File: src/dlxPkg.sv
`default_nettype none

package dlxPkg;

	// Datapath word, also used for every address
	typedef logic [31:0] wordT;

	// Index into the register file
	typedef logic [4:0] regAddrT;

	// Primary opcode, instr[31:26]
	typedef logic [5:0] opcodeT;

	// Register file depth, r0 included
	localparam int NUM_REGS = 32;

	// Byte distance between two instructions
	localparam wordT PC_STEP = 32'd4;

	// Control-flow opcodes
	localparam opcodeT OP_J    = 6'h02; // PC+4 + sext(name)
	localparam opcodeT OP_JAL  = 6'h03; // Same as j, plus link
	localparam opcodeT OP_BEQZ = 6'h04; // Taken when rs1 == 0
	localparam opcodeT OP_BNEZ = 6'h05; // Taken when rs1 != 0
	localparam opcodeT OP_JR   = 6'h12; // PC = rs1

	// jal writes its return address here
	localparam regAddrT LINK_REG = 5'd31;

endpackage

`default_nettype wire

File: src/dlxBranchCore.sv
`timescale 1ns/1ps
`default_nettype none

// Control-flow slice of a DLX core
// PC register, register file and jump/branch decoder
module dlxBranchCore import dlxPkg::*; #(
	parameter wordT RESET_PC = '0 // Word the PC takes at reset
) (
	input  wire logic    clk,
	input  wire logic    rstN,        // Sync, active low
	input  wire logic    instrValid,  // Strobe for instr
	input  wire wordT    instr,
	input  wire logic    regWrEn,     // Loader port
	input  wire regAddrT regWrAddr,
	input  wire wordT    regWrData,
	input  wire regAddrT dbgRdAddr,   // Debug read, combinational
	output wordT         pc,
	output logic         branchTaken,
	output wordT         dbgRdData
);

	// PC unit outputs
	wordT pcPlusFour;

	// Decoder outputs
	wordT nextPc;
	logic taken;
	logic linkWrEn;
	wordT linkData;

	// Operand path
	regAddrT rsAddr;
	wordT    rs1Value;

	assign rsAddr = instr[25:21]; // rs field

	pcUnit #(
		.RESET_PC(RESET_PC)
	) pcUnitInst (
		.clk        (clk),
		.rstN       (rstN),
		.instrValid (instrValid),
		.nextPc     (nextPc),
		.taken      (taken),
		.pc         (pc),
		.pcPlusFour (pcPlusFour),
		.branchTaken(branchTaken)
	);

	// Port A feeds the decoder, port B is the debug tap
	regFile regFileInst (
		.clk       (clk),
		.rstN      (rstN),
		.rdAddrA   (rsAddr),
		.rdDataA   (rs1Value),
		.rdAddrB   (dbgRdAddr),
		.rdDataB   (dbgRdData),
		.linkWrEn  (linkWrEn),
		.linkData  (linkData),
		.loadWrEn  (regWrEn),
		.loadWrAddr(regWrAddr),
		.loadWrData(regWrData),
		.instrValid(instrValid)
	);

	jumpBranch jumpBranchInst (
		.instr     (instr),
		.pcPlusFour(pcPlusFour),
		.rs1Value  (rs1Value),
		.nextPc    (nextPc),
		.taken     (taken),
		.linkWrEn  (linkWrEn),  // Gated by instrValid inside regFile
		.linkData  (linkData)
	);

endmodule

`default_nettype wire

File: src/jumpBranch.sv
`timescale 1ns/1ps
`default_nettype none

// Next-PC decoder for one instruction
// Purely combinational, instrValid is applied downstream
module jumpBranch import dlxPkg::*; (
	input  wire wordT instr,      // Instruction word under decode
	input  wire wordT pcPlusFour, // Address of the following instruction
	input  wire wordT rs1Value,   // Contents of register rs1
	output wordT      nextPc,     // Where the PC goes next
	output logic      taken,      // Control transfer happened
	output logic      linkWrEn,   // Request to write r31
	output wordT      linkData    // Return address for jal
);

	// Instruction fields
	opcodeT      opcode;
	logic [25:0] name;  // J-type offset
	logic [15:0] imm;   // I-type offset

	// Sign-extended offsets
	wordT nameExt;
	wordT immExt;

	// Candidate targets
	wordT jumpTarget;   // j, jal
	wordT branchTarget; // beqz, bnez

	logic rs1IsZero;

	assign opcode = instr[31:26];
	assign name   = instr[25:0];
	assign imm    = instr[15:0];

	// Replicate the top bit of each offset
	assign nameExt = {{6{name[25]}}, name};
	assign immExt  = {{16{imm[15]}}, imm};

	// Both targets are relative to PC+4
	assign jumpTarget   = pcPlusFour + nameExt;
	assign branchTarget = pcPlusFour + immExt;

	assign rs1IsZero = (rs1Value == '0);

	// Return address is always PC+4, only the enable depends on opcode
	assign linkData = pcPlusFour;

	always_comb begin
		// Fall-through unless a rule below fires
		nextPc   = pcPlusFour;
		taken    = 1'b0;
		linkWrEn = 1'b0;

		case (opcode)
			OP_J: begin
				nextPc = jumpTarget;
				taken  = 1'b1;
			end

			OP_JAL: begin
				nextPc   = jumpTarget;
				taken    = 1'b1;
				linkWrEn = 1'b1; // Save PC+4 in r31
			end

			OP_JR: begin
				nextPc = rs1Value; // Register-indirect, no offset
				taken  = 1'b1;
			end

			OP_BEQZ: begin
				if (rs1IsZero) begin
					nextPc = branchTarget;
					taken  = 1'b1;
				end
			end

			OP_BNEZ: begin
				if (!rs1IsZero) begin
					nextPc = branchTarget;
					taken  = 1'b1;
				end
			end

			default: begin
				// ALU, load/store and everything else just step on
				nextPc = pcPlusFour;
				taken  = 1'b0;
			end
		endcase
	end

endmodule

`default_nettype wire

File: src/pcUnit.sv
`timescale 1ns/1ps
`default_nettype none

// Program counter with PC+4 adder and registered branch pulse
module pcUnit import dlxPkg::*; #(
	parameter wordT RESET_PC = '0 // Must be word aligned
) (
	input  wire logic clk,
	input  wire logic rstN,
	input  wire logic instrValid,  // One instruction retires this edge
	input  wire wordT nextPc,      // From the jump/branch decoder
	input  wire logic taken,       // Decoder's taken flag, unqualified
	output wordT      pc,          // Current instruction address
	output wordT      pcPlusFour,  // Fall-through address
	output logic      branchTaken  // One-cycle pulse after a taken transfer
);

	// Fall-through is combinational off the PC register
	assign pcPlusFour = pc + PC_STEP;

	always_ff @(posedge clk) begin
		if (!rstN) begin
			pc          <= RESET_PC;
			branchTaken <= 1'b0;
		end else begin
			if (instrValid) begin
				pc <= nextPc; // Hold otherwise
			end
			// Low whenever no instruction was accepted
			branchTaken <= instrValid && taken;
		end
	end

endmodule

`default_nettype wire

File: src/regFile.sv
`timescale 1ns/1ps
`default_nettype none

// 32 x 32 register file, r0 hardwired to zero
// Two async read ports, one write port shared by jal link and loader
module regFile import dlxPkg::*; (
	input  wire logic    clk,
	input  wire logic    rstN,
	input  wire regAddrT rdAddrA,    // Port A, rs1 of the instruction
	output wordT         rdDataA,
	input  wire regAddrT rdAddrB,    // Port B, debug readback
	output wordT         rdDataB,
	input  wire logic    linkWrEn,   // jal link request from decoder
	input  wire wordT    linkData,   // Return address
	input  wire logic    loadWrEn,   // Loader write strobe
	input  wire regAddrT loadWrAddr,
	input  wire wordT    loadWrData,
	input  wire logic    instrValid  // Qualifies linkWrEn
);

	// r0 has no storage
	wordT regs [1:NUM_REGS-1];

	logic linkWrite;
	logic loadWrite;

	// Zero for r0, stored word otherwise
	function automatic wordT readReg(input regAddrT addr);
		if (addr == '0) begin
			return '0;
		end
		return regs[addr];
	endfunction

	// Link only counts on an accepted instruction
	assign linkWrite = linkWrEn && instrValid;

	// Loader writes to r0 are dropped here
	assign loadWrite = loadWrEn && (loadWrAddr != '0);

	always_ff @(posedge clk) begin
		if (!rstN) begin
			for (int i = 1; i < NUM_REGS; i++) begin
				regs[i] <= '0;
			end
		end else if (linkWrite) begin
			regs[LINK_REG] <= linkData; // Link beats loader in the same cycle
		end else if (loadWrite) begin
			regs[loadWrAddr] <= loadWrData;
		end
	end

	// Async reads, no write bypass
	always_comb begin
		rdDataA = readReg(rdAddrA);
		rdDataB = readReg(rdAddrB);
	end

endmodule

`default_nettype wire

File: config.mk
export PLATFORM = sky130hd
export DESIGN_NAME = dlxBranchCore
export DESIGN_NICKNAME = d
export VERILOG_FILES = /design/src/dlxPkg.sv /design/src/dlxBranchCore.sv /design/src/jumpBranch.sv /design/src/pcUnit.sv /design/src/regFile.sv
export SDC_FILE = /design/constraint.sdc
export NUM_CORES = 2
export LEC_CHECK = 0
export BUFFER_PORTS_ARGS = -buffer_cell sky130_fd_sc_hd__buf_2
export CELL_PAD_IN_SITES_DETAIL_PLACEMENT = 0
export CELL_PAD_IN_SITES_GLOBAL_PLACEMENT = 1
export CORE_ASPECT_RATIO = 0.9
export CORE_MARGIN = 1
export CORE_UTILIZATION = 58
export DETAILED_ROUTE_END_ITERATION = 8
export GPL_TIMING_DRIVEN = 0
export PLACE_DENSITY_LB_ADDON = 0.1
export SLEW_MARGIN = 25
export SYNTH_ARGS = -nofsm -noshare
export SYNTH_HDL_FRONTEND = slang
export SYNTH_HIERARCHICAL = 1
export SYNTH_SLANG_ARGS = --single-unit
File: constraint.sdc
create_clock -name clk -period 7.13 [get_ports clk]
set_input_delay 0.713 -clock clk [delete_from_list [all_inputs] [get_ports clk]]
set_output_delay 0.713 -clock clk [all_outputs]
set_load 0.03 [all_outputs]
==> results.md <==
- Outcome: completed
- First-pass GRT wire length: 324800 um
- FF-to-FF setup slack: 1.37 ns
- RSZ-0062 raised after global routing: false
- Worst path cell trace: buf_2 -> buf_2 -> buf_2 -> buf_1 -> mux4_2 -> a22o_1 -> a2111oi_2 -> nor3_1 -> nor4_1 -> nand4_1 -> o21ai_0 -> a21oi_2 -> nor2_1 -> clkbuf_1 -> o21ai_0 -> mux2i_1 -> nor2b_1
- Final setup violation count: 0
- Effective utilization at floorplan: 0.5865
- H-tree lvl count: 3
- Max-capacitance violation count: 0
- Worst clock skew: 0.03310 ns
- TritonCTS clock tree: built
- Synth Area per Inst: 14.16 um2
- DR vias/cell: 7.303
- Fraction of the yosys area taken by sequential cells: 0.5254
- Maximum clock rate: 0.1436 GHz
- Largest incremental delay on the critical path: 0.85 ns
- Final Util: 0.6681
- Number of flops mapped to enable cells by yosys: 1024
- Commonest register cell after synthesis: sky130_fd_sc_hd__edfxtp_1
- Ys async rst share: 0
- Buffer count from post-CTS setup fixing: 0
- Count of routing violations after the opening detailed-route iteration: 8198
- Crit. End Element: flip-flop
- Global-route usage over all layers: 0.4544
- Post-layout min period: 6.963 ns
- Number of pins exceeding their max-slew limit in the final report: 0
- Actual transition at the worst max-transition pin: 1.250 ns
- Synthesis warning total: 6
- Final Net Count: 4712
- Final Worst Setup Slack: 0.1667 ns
- Clock-pin slew on the worst setup and hold paths: 0.06 ns
- Yosys top cell by area: sky130_fd_sc_hd__edfxtp_1
- CTS Sinks: 1057
- Distinct cell type count after synthesis: 97
- Most frequent cell after synthesis: sky130_fd_sc_hd__edfxtp_1
- Area of the mapped netlist: 59790 um2
- Die Span X: 340.4 um
- Worst hold path class: input pin to flip-flop
- Total vias in the final route: 44.06k
- Total congestion overflow after global routing: 0
- DRT Pass-1 Iters: 8
- Final ANT Viol Nets: 0
- Top area cells in the synthesized netlist: sky130_fd_sc_hd__edfxtp_1 (51%), sky130_fd_sc_hd__mux4_2 (18%), sky130_fd_sc_hd__and2_1 (10%)
- Pin count of the biggest net entering global routing: 18
- Cts bufs inserted: 113
- Post-Layout Cell Count: 6033
- Count of mapped cells out of synthesis: 4222
- Placement Cell Area: 64590 um2
- Hold_buf cts: 0
- Post-Place Worst Slack: -0.1913 ns
- Most instantiated cells after synthesis: sky130_fd_sc_hd__edfxtp_1 (1024), sky130_fd_sc_hd__and2_1 (968), sky130_fd_sc_hd__mux4_2 (467)
- Count of placed standard cells including taps: 5827
- Maximum ir drop on the vdd rail: 0.0002398 V
- Final estimated routing congestion in global placement: 1.035
- Detailed placer's ending HPWL: 174300 um
- Total of cells resized after clock tree synthesis: 0
- Critical-path top delay cell: sky130_fd_sc_hd__a2111oi_2
- Cell repeated most along the worst path: sky130_fd_sc_hd__buf_2
- Number of port buffers: 139
- Via count of the first global-routing pass: 42.16k
- Worst path required time: 7.74 ns
- Die span in y: 306.6 um
- Final Hold Slack: 0.2414 ns
- Area overhead of the layout relative to synthesis: 13.91%
- CTS max path bufs: 3
- Startpoint-to-endpoint class of the critical path: input pin to flip-flop
- Std cell rows: 111
- Count of unresolved DRC violations after routing: 0
- Post-layout instance area: 68110 um2
- Wire length per cell: 39.41 um
- Number of top-level design ports: 143
- Std-Cell Core Area: 101900 um2
- Areal power density over the cells: 225.2 nW/um2
- Crit path arrival time: 7.58 ns
- Final hold violation count: 0
- Post-synthesis sequential element count: 1057
- P_leak: 24.31 nW
- DRT Wirelength: 237800 um
- Largest fanout on the critical path: 10
- Skew-Pair Late Insertion Delay: 0.73 ns
- Antenna violations before repair: 6
- Critical Path Source Type: input pin
- Die outline area: 104400 um2
- Max transition margin: 0.1639
- Portion of synthesized cell area occupied by the leading cell type: 0.5143
- Root buffer selected by CTS: sky130_fd_sc_hd__clkbuf_16
- Share of layout cells above drive strength 1: 0.2454
- Fin crit share: 0.9766
## worst max-delay path, delay by kind of cell
family	cells	cell delay (ns)
buffers and inverters	5	2.29
muxes	2	0.59
and+or+nand+nor	5	2.02
AOI/OAI and AO/OA	5	1.94
## layer usage
layer,share of wire,GRT usage,up-vias
li1,-,-,17110
met1,0.34,0.5994,21800
met2,0.42,0.6366,4308
met3,0.17,0.1777,842
met4,0.073,0.2710,0
met5,0,0.001852,-
## layout make-up
cell class / instances / area, um2
repair buffers: 218 / 2467
inverters: 26 / 97.59
flip-flops and latches: 1057 / 31410
clock inverters: 64 / 520.5
fillers: 7282 / 33840
plain buffers: 460 / 2251
well taps: 1356 / 1697
clock buffers: 135 / 2953
diodes: 7 / 17.52
multi-input cells: 2710 / 26690
## cells in the final DEF, fill, tap and decap left out, types with 30 or more instances in the layout
cell and n:
sky130_fd_sc_hd__a211oi_1 41, sky130_fd_sc_hd__a21oi_1 42, sky130_fd_sc_hd__a22o_1 85, sky130_fd_sc_hd__a22oi_1 30
sky130_fd_sc_hd__and2_1 968, sky130_fd_sc_hd__buf_16 58, sky130_fd_sc_hd__buf_2 219, sky130_fd_sc_hd__buf_4 61
sky130_fd_sc_hd__clkbuf_1 292, sky130_fd_sc_hd__clkbuf_16 115, sky130_fd_sc_hd__clkbuf_2 32, sky130_fd_sc_hd__conb_1 32
sky130_fd_sc_hd__dfxtp_1 33, sky130_fd_sc_hd__edfxtp_1 1024, sky130_fd_sc_hd__ha_1 47, sky130_fd_sc_hd__mux2_2 35
sky130_fd_sc_hd__mux2i_1 190, sky130_fd_sc_hd__mux4_2 467, sky130_fd_sc_hd__nand2_1 49, sky130_fd_sc_hd__nor2_1 66
sky130_fd_sc_hd__nor2b_1 48, sky130_fd_sc_hd__nor3_1 65, sky130_fd_sc_hd__o21ai_0 36, sky130_fd_sc_hd__o21ai_4 31
sky130_fd_sc_hd__o221ai_1 34, sky130_fd_sc_hd__o22ai_1 83, sky130_fd_sc_hd__xnor2_1 44
## through the flow
step / setup TNS, ns / total power, mW
2_1_floorplan: 0 / 8.647
5_1_grt: 0 / 15.61
3_3_place_gp: -1634.91 / 9.502
6_report: 0 / 15.34
3_5_place_dp: -2.219 / 9.651
4_1_cts: 0 / 15.24
## sequential cells by signal, summed over array words and instances (netlist names)
| name | flops |
|---|---|
| pcUnitInst/branchTaken | 1 |
| regFileInst/regs | 1024 |
| pcUnitInst/pc | 32 |
## power breakdown
part	internal, mW	switching [mW]	total (mW)	leakage, nW
logic	0.897	1.41	2.31	12.6
clock network	3.21	2.49	5.70	1.70
registers	7.14	0.190	7.33	10.1
total	11.2	4.09	15.3	24.3
## cell families after synthesis
group                      after synthesis  synth area share
AOI/OAI and AO/OA                      537           0.06655
muxes                                  692            0.2143
DFF                                   1057            0.5254
and+or+nand+nor                       1337            0.1356
buffers and inverters                  486           0.03855
adders and majority gates               48           0.01017
other                                    1        0.00006272
xor gates and xnor gates                64          0.009375
## path summary, 6_finish.rpt
kind / from / endpoint / depth (start not counted)
setup / recovery: instr[23] / pcUnitInst/pc[10]$_SDFFE_PN0P_ / 17
hold reg to reg: pcUnitInst/pc[1]$_SDFFE_PN0P_ / pcUnitInst/pc[1]$_SDFFE_PN0P_ / 2
hold / removal: regWrData[4] / regFileInst/regs[0][4]$_DFFE_PP_ / 1
setup reg to reg: regFileInst/regs[15][8]$_SDFFCE_PN0P_ / pcUnitInst/pc[10]$_SDFFE_PN0P_ / 13
No activity file was read; power rests on OpenSTA's default activity.
